--- src/common/mycore_cfg.svh ---
`ifndef MYCORE_CFG_SVH
`define MYCORE_CFG_SVH

// data and address width
`define MYCORE_XLEN 32

// architectural register file
`define MYCORE_REG_COUNT 32
`define MYCORE_REG_ADDR_W 5

// boot vector, first fetch after reset
`define MYCORE_RESET_PC 32'hbfc0_0000

`endif

--- src/common/mycore_pkg.sv ---
package mycore_pkg;

`include "mycore_cfg.svh"

    typedef logic [`MYCORE_XLEN-1:0] word_t;
    typedef logic [`MYCORE_REG_ADDR_W-1:0] reg_addr_t;

    // decoded operation, anything unsupported ends up as op_nop
    typedef enum logic [3:0] {
        op_nop,
        op_addu,
        op_subu,
        op_and,
        op_or,
        op_slt,
        op_addiu,
        op_ori,
        op_lui,
        op_beq,
        op_bne,
        op_j
    } op_e;

    // instruction bus request tracking
    typedef enum logic [1:0] {
        fetch_idle,
        fetch_request,
        fetch_wait
    } fetch_state_e;

endpackage

--- src/design/fetch/fetch_unit.sv ---
`timescale 1ns/1ns
`include "mycore_cfg.svh"

module fetch_unit (
    input  logic              clk,
    input  logic              reset,
    output logic              ireq_valid,
    output mycore_pkg::word_t ireq_addr,
    input  logic              ireq_ready,
    input  logic              irsp_valid,
    input  mycore_pkg::word_t irsp_data,
    input  logic              redirect,
    input  mycore_pkg::word_t redirect_pc,
    output logic              f_valid,
    output mycore_pkg::word_t f_pc,
    output mycore_pkg::word_t f_instr
);

    mycore_pkg::fetch_state_e state;
    mycore_pkg::word_t pc;
    mycore_pkg::word_t pc_next;
    mycore_pkg::word_t req_addr;
    logic discard;
    logic accepted;
    logic rsp_kept;
    logic start_req;

    assign ireq_valid = (state == mycore_pkg::fetch_request);
    assign ireq_addr = req_addr;
    assign accepted = ireq_valid && ireq_ready;

    // a response seen during a redirect belongs to the squashed path
    assign rsp_kept = irsp_valid && !discard && !redirect;

    // new request goes out after reset or right after a response
    assign start_req = (state == mycore_pkg::fetch_idle) ||
                       (state == mycore_pkg::fetch_wait && irsp_valid);

    always_comb begin
        if (redirect) begin
            pc_next = redirect_pc;
        end else if (rsp_kept) begin
            pc_next = req_addr + 32'd4;
        end else begin
            pc_next = pc;
        end
    end

    always_ff @(posedge clk) begin
        if (reset) begin
            state <= mycore_pkg::fetch_idle;
            pc <= `MYCORE_RESET_PC;
            discard <= 1'b0;
        end else begin
            pc <= pc_next;
            case (state)
                mycore_pkg::fetch_idle: state <= mycore_pkg::fetch_request;
                mycore_pkg::fetch_request: begin
                    if (accepted) begin
                        state <= mycore_pkg::fetch_wait;
                    end
                end
                mycore_pkg::fetch_wait: begin
                    if (irsp_valid) begin
                        state <= mycore_pkg::fetch_request;
                    end
                end
                default: state <= mycore_pkg::fetch_idle;
            endcase
            // pending or in-flight request on the old path gets dropped later
            if (redirect) begin
                discard <= !(state == mycore_pkg::fetch_wait && irsp_valid);
            end else if (irsp_valid) begin
                discard <= 1'b0;
            end
        end
    end

    // address is held while the request waits for ready
    always_ff @(posedge clk) begin
        if (start_req) begin
            req_addr <= pc_next;
        end
    end

    // fetch to decode register, a one cycle pulse per kept response
    always_ff @(posedge clk) begin
        if (reset) begin
            f_valid <= 1'b0;
        end else begin
            f_valid <= rsp_kept;
        end
    end

    always_ff @(posedge clk) begin
        if (rsp_kept) begin
            f_pc <= req_addr;
            f_instr <= irsp_data;
        end
    end

endmodule

--- src/design/decode.sv ---
`timescale 1ns/1ns

module decode (
    input  logic                  clk,
    input  logic                  reset,
    input  logic                  f_valid,
    input  mycore_pkg::word_t     f_pc,
    input  mycore_pkg::word_t     f_instr,
    input  logic                  redirect,
    output mycore_pkg::reg_addr_t rs_addr,
    output mycore_pkg::reg_addr_t rt_addr,
    input  mycore_pkg::word_t     rs_value,
    input  mycore_pkg::word_t     rt_value,
    output logic                  x_valid,
    output mycore_pkg::op_e       x_op,
    output mycore_pkg::word_t     x_pc,
    output mycore_pkg::reg_addr_t x_rd,
    output mycore_pkg::word_t     x_a,
    output mycore_pkg::word_t     x_b,
    output mycore_pkg::word_t     x_imm,
    output mycore_pkg::word_t     x_target
);

    logic [5:0] opcode;
    logic [5:0] funct;
    logic [15:0] imm16;
    mycore_pkg::reg_addr_t rd_field;
    mycore_pkg::op_e op;
    mycore_pkg::reg_addr_t dest;
    mycore_pkg::word_t imm;
    mycore_pkg::word_t pc_plus4;

    assign opcode = f_instr[31:26];
    assign funct = f_instr[5:0];
    assign imm16 = f_instr[15:0];
    assign rs_addr = f_instr[25:21];
    assign rt_addr = f_instr[20:16];
    assign rd_field = f_instr[15:11];
    assign pc_plus4 = f_pc + 32'd4;

    always_comb begin
        case (opcode)
            6'h00: begin
                case (funct)
                    6'h21: op = mycore_pkg::op_addu;
                    6'h23: op = mycore_pkg::op_subu;
                    6'h24: op = mycore_pkg::op_and;
                    6'h25: op = mycore_pkg::op_or;
                    6'h2a: op = mycore_pkg::op_slt;
                    default: op = mycore_pkg::op_nop;
                endcase
            end
            6'h02: op = mycore_pkg::op_j;
            6'h04: op = mycore_pkg::op_beq;
            6'h05: op = mycore_pkg::op_bne;
            6'h09: op = mycore_pkg::op_addiu;
            6'h0d: op = mycore_pkg::op_ori;
            6'h0f: op = mycore_pkg::op_lui;
            default: op = mycore_pkg::op_nop;
        endcase
    end

    // destination and immediate by op, zero dest means no write
    always_comb begin
        dest = '0;
        imm = '0;
        case (op)
            mycore_pkg::op_addu, mycore_pkg::op_subu, mycore_pkg::op_and,
            mycore_pkg::op_or, mycore_pkg::op_slt: dest = rd_field;
            mycore_pkg::op_addiu: begin
                dest = rt_addr;
                imm = {{16{imm16[15]}}, imm16};
            end
            mycore_pkg::op_ori: begin
                dest = rt_addr;
                imm = {16'b0, imm16};
            end
            mycore_pkg::op_lui: begin
                dest = rt_addr;
                imm = {imm16, 16'b0};
            end
            // branch offset in words
            mycore_pkg::op_beq, mycore_pkg::op_bne: imm = {{14{imm16[15]}}, imm16, 2'b00};
            default: dest = '0;
        endcase
    end

    always_ff @(posedge clk) begin
        if (reset) begin
            x_valid <= 1'b0;
            x_op <= mycore_pkg::op_nop;
        end else begin
            x_valid <= f_valid && !redirect;
            x_op <= op;
        end
    end

    always_ff @(posedge clk) begin
        x_pc <= f_pc;
        x_rd <= dest;
        x_a <= rs_value;
        x_b <= rt_value;
        x_imm <= imm;
        x_target <= {pc_plus4[31:28], f_instr[25:0], 2'b00};
    end

endmodule

--- src/design/regfile.sv ---
`timescale 1ns/1ns
`include "mycore_cfg.svh"

module regfile (
    input  logic                  clk,
    input  logic                  reset,
    input  mycore_pkg::reg_addr_t rs_addr,
    input  mycore_pkg::reg_addr_t rt_addr,
    output mycore_pkg::word_t     rs_data,
    output mycore_pkg::word_t     rt_data,
    input  logic                  w_valid,
    input  mycore_pkg::reg_addr_t w_reg,
    input  mycore_pkg::word_t     w_data
);

    mycore_pkg::word_t regs [`MYCORE_REG_COUNT];

    // register zero is cleared by reset and never written
    always_ff @(posedge clk) begin
        if (reset) begin
            for (int i = 0; i < `MYCORE_REG_COUNT; i++) begin
                regs[i] <= '0;
            end
        end else if (w_valid && w_reg != '0) begin
            regs[w_reg] <= w_data;
        end
    end

    assign rs_data = regs[rs_addr];
    assign rt_data = regs[rt_addr];

endmodule

--- src/design/bypass.sv ---
`timescale 1ns/1ns

module bypass (
    input  mycore_pkg::reg_addr_t rs_addr,
    input  mycore_pkg::reg_addr_t rt_addr,
    input  mycore_pkg::word_t     rs_data,
    input  mycore_pkg::word_t     rt_data,
    input  logic                  x_fwd_valid,
    input  mycore_pkg::reg_addr_t x_fwd_reg,
    input  mycore_pkg::word_t     x_fwd_data,
    input  logic                  w_valid,
    input  mycore_pkg::reg_addr_t w_reg,
    input  mycore_pkg::word_t     w_data,
    output mycore_pkg::word_t     rs_value,
    output mycore_pkg::word_t     rt_value
);

    // youngest producer wins, register zero never forwards
    function automatic mycore_pkg::word_t pick(
        input mycore_pkg::reg_addr_t addr,
        input mycore_pkg::word_t rf_data,
        input logic xv,
        input mycore_pkg::reg_addr_t xr,
        input mycore_pkg::word_t xd,
        input logic wv,
        input mycore_pkg::reg_addr_t wr,
        input mycore_pkg::word_t wd
    );
        if (addr == '0) return '0;
        if (xv && xr == addr) return xd;
        if (wv && wr == addr) return wd;
        return rf_data;
    endfunction

    always_comb begin
        rs_value = pick(rs_addr, rs_data, x_fwd_valid, x_fwd_reg, x_fwd_data,
                        w_valid, w_reg, w_data);
        rt_value = pick(rt_addr, rt_data, x_fwd_valid, x_fwd_reg, x_fwd_data,
                        w_valid, w_reg, w_data);
    end

endmodule

--- src/design/execute.sv ---
`timescale 1ns/1ns

module execute (
    input  logic                  clk,
    input  logic                  reset,
    input  logic                  x_valid,
    input  mycore_pkg::op_e       x_op,
    input  mycore_pkg::word_t     x_pc,
    input  mycore_pkg::reg_addr_t x_rd,
    input  mycore_pkg::word_t     x_a,
    input  mycore_pkg::word_t     x_b,
    input  mycore_pkg::word_t     x_imm,
    input  mycore_pkg::word_t     x_target,
    output logic                  x_fwd_valid,
    output mycore_pkg::reg_addr_t x_fwd_reg,
    output mycore_pkg::word_t     x_fwd_data,
    output logic                  redirect,
    output mycore_pkg::word_t     redirect_pc,
    output logic                  w_valid,
    output mycore_pkg::word_t     w_pc,
    output mycore_pkg::reg_addr_t w_reg,
    output mycore_pkg::word_t     w_data
);

    mycore_pkg::word_t result;
    logic operands_equal;
    logic less_than;
    logic taken;
    logic writes;

    assign operands_equal = (x_a == x_b);
    assign less_than = $signed(x_a) < $signed(x_b);

    always_comb begin
        result = '0;
        case (x_op)
            mycore_pkg::op_addu: result = x_a + x_b;
            mycore_pkg::op_subu: result = x_a - x_b;
            mycore_pkg::op_and: result = x_a & x_b;
            mycore_pkg::op_or: result = x_a | x_b;
            mycore_pkg::op_slt: result[0] = less_than;
            mycore_pkg::op_addiu: result = x_a + x_imm;
            mycore_pkg::op_ori: result = x_a | x_imm;
            mycore_pkg::op_lui: result = x_imm;
            default: result = '0;
        endcase
    end

    always_comb begin
        case (x_op)
            mycore_pkg::op_beq: taken = operands_equal;
            mycore_pkg::op_bne: taken = !operands_equal;
            mycore_pkg::op_j: taken = 1'b1;
            default: taken = 1'b0;
        endcase
    end

    // no delay slot, the instruction behind a taken branch is squashed
    assign redirect = x_valid && taken;
    assign redirect_pc = (x_op == mycore_pkg::op_j) ? x_target : x_pc + 32'd4 + x_imm;

    // decode leaves x_rd at zero for branches, jumps and no-ops
    assign writes = x_valid && (x_rd != '0);
    assign x_fwd_valid = writes;
    assign x_fwd_reg = x_rd;
    assign x_fwd_data = result;

    always_ff @(posedge clk) begin
        if (reset) begin
            w_valid <= 1'b0;
        end else begin
            w_valid <= x_valid;
        end
    end

    always_ff @(posedge clk) begin
        w_pc <= x_pc;
        w_reg <= writes ? x_rd : '0;
        w_data <= writes ? result : '0;
    end

endmodule

--- src/design/mycore.sv ---
`timescale 1ns/1ns

module mycore (
    input  logic                  clk,
    input  logic                  reset,
    output logic                  ireq_valid,
    output mycore_pkg::word_t     ireq_addr,
    input  logic                  ireq_ready,
    input  logic                  irsp_valid,
    input  mycore_pkg::word_t     irsp_data,
    output logic                  commit_valid,
    output mycore_pkg::word_t     commit_pc,
    output mycore_pkg::reg_addr_t commit_reg,
    output mycore_pkg::word_t     commit_data
);

    // fetch to decode
    logic f_valid;
    mycore_pkg::word_t f_pc;
    mycore_pkg::word_t f_instr;

    // operand read
    mycore_pkg::reg_addr_t rs_addr;
    mycore_pkg::reg_addr_t rt_addr;
    mycore_pkg::word_t rs_data;
    mycore_pkg::word_t rt_data;
    mycore_pkg::word_t rs_value;
    mycore_pkg::word_t rt_value;

    // decode to execute
    logic x_valid;
    mycore_pkg::op_e x_op;
    mycore_pkg::word_t x_pc;
    mycore_pkg::reg_addr_t x_rd;
    mycore_pkg::word_t x_a;
    mycore_pkg::word_t x_b;
    mycore_pkg::word_t x_imm;
    mycore_pkg::word_t x_target;

    // execute stage forwarding and redirect
    logic x_fwd_valid;
    mycore_pkg::reg_addr_t x_fwd_reg;
    mycore_pkg::word_t x_fwd_data;
    logic redirect;
    mycore_pkg::word_t redirect_pc;

    fetch_unit fetch_unit_i (
        .clk(clk), .reset(reset),
        .ireq_valid(ireq_valid), .ireq_addr(ireq_addr), .ireq_ready(ireq_ready),
        .irsp_valid(irsp_valid), .irsp_data(irsp_data),
        .redirect(redirect), .redirect_pc(redirect_pc),
        .f_valid(f_valid), .f_pc(f_pc), .f_instr(f_instr)
    );

    decode decode_i (
        .clk(clk), .reset(reset),
        .f_valid(f_valid), .f_pc(f_pc), .f_instr(f_instr), .redirect(redirect),
        .rs_addr(rs_addr), .rt_addr(rt_addr), .rs_value(rs_value), .rt_value(rt_value),
        .x_valid(x_valid), .x_op(x_op), .x_pc(x_pc), .x_rd(x_rd),
        .x_a(x_a), .x_b(x_b), .x_imm(x_imm), .x_target(x_target)
    );

    // the commit register doubles as the regfile write port
    regfile regfile_i (
        .clk(clk), .reset(reset),
        .rs_addr(rs_addr), .rt_addr(rt_addr), .rs_data(rs_data), .rt_data(rt_data),
        .w_valid(commit_valid), .w_reg(commit_reg), .w_data(commit_data)
    );

    bypass bypass_i (
        .rs_addr(rs_addr), .rt_addr(rt_addr), .rs_data(rs_data), .rt_data(rt_data),
        .x_fwd_valid(x_fwd_valid), .x_fwd_reg(x_fwd_reg), .x_fwd_data(x_fwd_data),
        .w_valid(commit_valid), .w_reg(commit_reg), .w_data(commit_data),
        .rs_value(rs_value), .rt_value(rt_value)
    );

    execute execute_i (
        .clk(clk), .reset(reset),
        .x_valid(x_valid), .x_op(x_op), .x_pc(x_pc), .x_rd(x_rd),
        .x_a(x_a), .x_b(x_b), .x_imm(x_imm), .x_target(x_target),
        .x_fwd_valid(x_fwd_valid), .x_fwd_reg(x_fwd_reg), .x_fwd_data(x_fwd_data),
        .redirect(redirect), .redirect_pc(redirect_pc),
        .w_valid(commit_valid), .w_pc(commit_pc), .w_reg(commit_reg), .w_data(commit_data)
    );

endmodule

--- config.mk ---
export PLATFORM = sky130hd
export DESIGN_NAME = mycore
export DESIGN_NICKNAME = d
export VERILOG_FILES = /design/src/common/mycore_pkg.sv /design/src/design/fetch/fetch_unit.sv /design/src/design/decode.sv /design/src/design/regfile.sv /design/src/design/bypass.sv /design/src/design/execute.sv /design/src/design/mycore.sv
export VERILOG_INCLUDE_DIRS = /design/src /design/src/common
export SDC_FILE = /design/constraint.sdc
export NUM_CORES = 2
export LEC_CHECK = 0
export BUFFER_PORTS_ARGS = -buffer_cell sky130_fd_sc_hd__buf_2
export CAP_MARGIN = 0
export CORE_MARGIN = 2
export CORE_UTILIZATION = 51
export DETAILED_ROUTE_END_ITERATION = 7
export PLACE_DENSITY = 0.72
export SLEW_MARGIN = 20
export SYNTH_ARGS = -nofsm -noshare
export SYNTH_HDL_FRONTEND = slang
export SYNTH_SLANG_ARGS = --single-unit
export TNS_END_PERCENT = 1
--- constraint.sdc ---
create_clock -name clk -period 5.6 [get_ports clk]
set_input_delay 1.12 -clock clk [delete_from_list [all_inputs] [get_ports clk]]
set_output_delay 1.12 -clock clk [all_outputs]
set_load 0.02 [all_outputs]
==> results.rst <==
.. list-table::
   :header-rows: 1

   * - Metric
     - Value
   * - Result of the run
     - finished, violations left
   * - Failing checks
     - DRC
   * - Pre-antenna DRT Iters
     - 8
   * - Worst path cell trace
     - inv_1, ha_1, nor4_1, and4_1, nand3_1, nor3_1, mux2i_1, nor2_4, buf_4, a211oi_1, a221oi_1, o21ai_0, or2_2
   * - Hold buffer count at cts
     - 0
   * - First-pass GRT wire length
     - ~360 mm
   * - Setup-failing EPs final
     - 0
   * - Critical path startpoint category
     - flop
   * - Post-CTS Setup Bufs
     - 0
   * - Portion of total power attributed to the clock network
     - between 30 and 40%
   * - Number of top-level design ports
     - around 140
   * - Number of flip-flops in the largest register
     - about 1.0k
   * - Synth Register Bits
     - roughly 1.4k
   * - Via total after detailed routing
     - approximately 52k
   * - Effective utilization at floorplan
     - between 50% and 60%
   * - Time the worst path needs with I/O delays and setup
     - 4.600 ns
   * - Area of the die
     - between 150000 and 200000 sq um
   * - Number of filler cells placed in the layout
     - between 10k and 15k
   * - Syn avg cell area
     - roughly 13 sq um
   * - Post-route fraction of the period consumed by the critical path
     - between 80% and 90%
   * - Seq. cell area
     - roughly 39000 sq um
   * - Part of the Yosys area used for sequential elements
     - around half
   * - GRT Overall Usage
     - between 30% and 40%
   * - Antenna-violating nets left
     - 0
   * - Ratio of cells with drive above 1 in the final layout
     - between 20 and 25%
   * - Data arrival time of the critical path
     - roughly 5.3 ns
   * - VDD IR max
     - approximately 0.32 mV
   * - Most flop-heavy register
     - regfile_i.regs
   * - Internal power consumption
     - a little under 0.02 W
   * - Worst Path Max Fanout
     - 33
   * - Cell with the largest stage delay on the worst path
     - sky130_fd_sc_hd__nor3_1
   * - Number of port buffers
     - between 100 and 150
   * - Synthesis warning total
     - 0
   * - Clock tree from TritonCTS
     - done
   * - Violation count after the first detailed-routing iteration
     - ~7.3k
   * - Post-DR wirelength/cell
     - about 32 um
   * - H-tree levels
     - 4
   * - Switching power of the nets
     - 0.008003 W
   * - Hold-critical path depth
     - 0
   * - Leading register cell type out of synthesis
     - sky130_fd_sc_hd__edfxtp_1
   * - Worst reg2reg endpoint
     - fetch_unit_i.pc[26]$_SDFF_PP1_
   * - Hold Crit Start
     - fetch_unit_i.f_pc[0]$_DFFE_PP_
   * - Worst-case register-to-register setup slack
     - 1.0 ns
   * - Vias in the first global route
     - around 52k
   * - Final wirelength
     - between 200 and 300 mm
   * - Switching power share of the total
     - ~29%
   * - Placed wire-length estimate
     - 163.1 mm
   * - Combined area of all synthesized cells
     - roughly 76000 sq um
   * - Final-report hold violation count
     - 0
   * - Area of the multi-input gates
     - 35040 sq um
   * - Row count
     - approximately 140
   * - Worst-Skew Late Latency
     - about 0.82 ns
   * - Post-layout power
     - about 0.028 W
   * - Area of the core
     - about 150000 sq um
   * - Number of clock buffers inserted by TritonCTS
     - roughly 160
   * - Area added between synthesis and finish
     - 11.48%
   * - Worst slew margin
     - a little over a fifth
   * - Antenna violations before repair
     - 18
   * - Fraction of synthesis flops using an asynchronous set or reset pin
     - 0%
   * - EDFF count, synth
     - roughly 1.1k
   * - Number of nets at the end of the flow
     - around 6.0k
   * - Data required time at the worst endpoint
     - roughly 6.3 ns
   * - # clock sinks
     - roughly 1.4k
   * - Post-synthesis instance total
     - 5750
   * - Placed standard-cell area
     - between 70000 and 80000 sq um
   * - Pin count of the biggest net entering global routing
     - 69
   * - Max-cap check violation count
     - 0
   * - RSZ-0062 raised after global routing
     - false
   * - Hold/Removal Path Class
     - reg2reg
   * - Slowest cell delay on critical path
     - 0.60 ns
   * - Drt via density
     - ~6.7
   * - Y dimension of the die
     - between 300 and 400 um
   * - Post-route design area
     - ~85000 sq um
   * - Placer Congestion
     - ~1.0
   * - DRC Markers
     - 3
   * - Kind of capture point of the worst setup path
     - flop
   * - Simple-gate share of the synthesized area
     - between 10% and 20%
   * - Reg-to-Reg Start
     - decode_i.x_a[20]$_SDFF_PN0_
   * - Power density over the cells
     - 327.4 nW/um^2
   * - Compound-Gate Fraction of Synth Area
     - 6.878%
   * - Main combinational cell family by area after synthesis
     - multiplexers
   * - Root cell of the clock tree
     - sky130_fd_sc_hd__clkbuf_16
   * - Register-to-Register Path Depth
     - 13
   * - Worst Hold Path EP
     - decode_i.x_pc[0]$_DFF_P_
   * - Post-Route Skew
     - around 0.047 ns
   * - Actual transition at the worst max-transition pin
     - 1.173 ns
   * - Number of distinct standard cells referenced by the synthesized netlist
     - 79
   * - Worst setup path class
     - reg2reg
   * - Part of the total power dissipated in sequential elements
     - between 40% and 50%
   * - Setup TNS after final layout
     - 0 ns
   * - Total grt overflow
     - 0
   * - Max Buffers Root-to-Sink
     - 3
   * - Post-CTS resize count
     - 0
   * - Max frequency
     - roughly 220 MHz
   * - Adder-cell share of the synthesized area
     - around 3.8%
   * - Leak pwr
     - approximately 32 nW
   * - Parity-gate share of the synthesized area counting xor and xnor cells
     - under 10%
   * - Width of the die
     - a little under 400 um
   * - Combinational share of power
     - roughly 18%
   * - Clock transition at the register clock pins on the worst setup and hold paths after CTS
     - 0.06 ns
   * - Share of synthesized area spent on multiplexers
     - between 20 and 25%
   * - Count of pins over their slew limit
     - 0
area by class of cell:
cell class	count	share of cell area, %
clock inverters	100	1.358
inverters	148	0.6531
flip-flops and latches	1404	46.26
multi-input cells	3748	41.20
well taps	1930	2.839
diodes	10	0.02942
repair buffers	321	2.842
clock buffers	186	4.817
power groups by stage:
stage	logic (W)	clock network, W	registers [W]
2_1_floorplan	0.00331	0	0.0123
3_3_place_gp	0.00485	0	0.0124
3_5_place_dp	0.00486	0	0.0125
4_1_cts	0.00489	0.0106	0.0122
5_1_grt	0.00530	0.0110	0.0123
6_report	0.00502	0.0106	0.0122
logic make-up after synthesis:
logic type,count (synthesis)
compound gates,806
flops,1404
other cells,1
fa+ha+maj,227
buf+inv,629
simple gates,1847
xor+xnor,104
mux,732
Yosys cell counts, drive strengths merged (6+ instances only):
master     n  area [sq um]
or2       47         294.0
mux2i     79         790.8
o21a      22         165.2
a21o      72         540.5
or3       12         75.07
and2    1009          6312
a211oi    65         493.0
a221oi    16         140.1
buf       91         360.3
mux2      13         146.4
xor2      48         420.4
nand3     56         280.3
a31oi     28         175.2
nand2b    26         162.7
nand3b     9         67.56
inv      147         551.8
xnor2     56         490.5
o211ai    35         262.8
o21bai    22         165.2
dfxtp    284          5685
clkbuf   390          1464
nor2     296          1111
nand4     29         181.4
a211o      8         70.07
nor3      30         150.1
edfxtp  1120         33630
a22o      24         210.2
mux4     640         14410
a221o     12         120.1
o22ai     41         256.5
o221ai    15         131.4
ha       223          2790
and3      20         125.1
o41ai      6         78.83
nor2b     46         287.8
nor4      22         137.6
a22oi      7         52.55
o31ai     10         75.07
o21ai    154         774.5
a21oi    221          1110
and4       6         52.55
nand2    221         829.6
worst max-delay path by stage:
stage	startpoint	endpoint	slack, ns	depth (start not counted)
floorplan	decode_i.x_a[18]$_SDFF_PN0_	flop	0.76	12
global placement	decode_i.x_a[20]$_SDFF_PN0_	fetch_unit_i.pc[26]$_SDFF_PP1_	1.35	13
detailed placement	decode_i.x_a[20]$_SDFF_PN0_	fetch_unit_i.pc[26]$_SDFF_PP1_	1.14	13
CTS	decode_i.x_a[20]$_SDFF_PN0_	fetch_unit_i.pc[26]$_SDFF_PP1_	1.11	13
global route	decode_i.x_a[20]$_SDFF_PN0_	fetch_unit_i.pc[26]$_SDFF_PP1_	0.75	13
finish	decode_i.x_a[20]$_SDFF_PN0_	fetch_unit_i.pc[26]$_SDFF_PP1_	1.0	13
critical path, delay by kind of cell (launching register included):
family                   cells  cell delay (ns)
AO/OA/AOI/OAI                3             0.53
multiplexers                 1             0.30
buffers and inverters        2             0.52
AND/OR/NAND/NOR              6             2.26
flip-flops                   1             0.39
adder cells (fa/ha/maj)      1             0.48
routing by layer:
layer  GRT usage, %  share of wire, %  vias to the layer above
met3          9.344                12                      732
met4          16.39               5.3                       14
met2          51.10                46                     3499
met5         0.5104             0.072                        -
met1          43.39                36                    26520
li1               -                 -                    21700
stage by stage:
step / util (%) / cells / setup WS, ns / hold slack, ns
CTS: 57.38 / 7837 / 1.110 / 0.3405
floorplan: - / 5781 / 0.7597 / 0.3233
global placement: 53.83 / 7551 / 1.351 / 0.3307
global route: 57.39 / 7837 / 0.7519 / 0.3526
finish: 57.40 / 7847 / 0.9999 / 0.3413
detailed placement: 53.84 / 7551 / 1.141 / 0.3316
cell usage in the layout (no fill, tap or decap), drive strengths merged, types with 30 or more instances in the layout:
cell | Yosys | layout
edfxtp | 1120 | 1120
and2 | 1009 | 1009
mux4 | 640 | 640
buf | 91 | 321
nor2 | 296 | 296
dfxtp | 284 | 284
ha | 223 | 223
nand2 | 221 | 221
a21oi | 221 | 221
clkbuf | 390 | 186
inv | 147 | 155
o21ai | 154 | 154
mux2i | 79 | 79
clkinv | 1 | 74
a21o | 72 | 72
a211oi | 65 | 65
xnor2 | 56 | 56
nand3 | 56 | 56
xor2 | 48 | 48
or2 | 47 | 47
nor2b | 46 | 46
o22ai | 41 | 41
o211ai | 35 | 35
conb | 1 | 32
nor3 | 30 | 30
No activity file was read; power rests on OpenSTA's default activity.
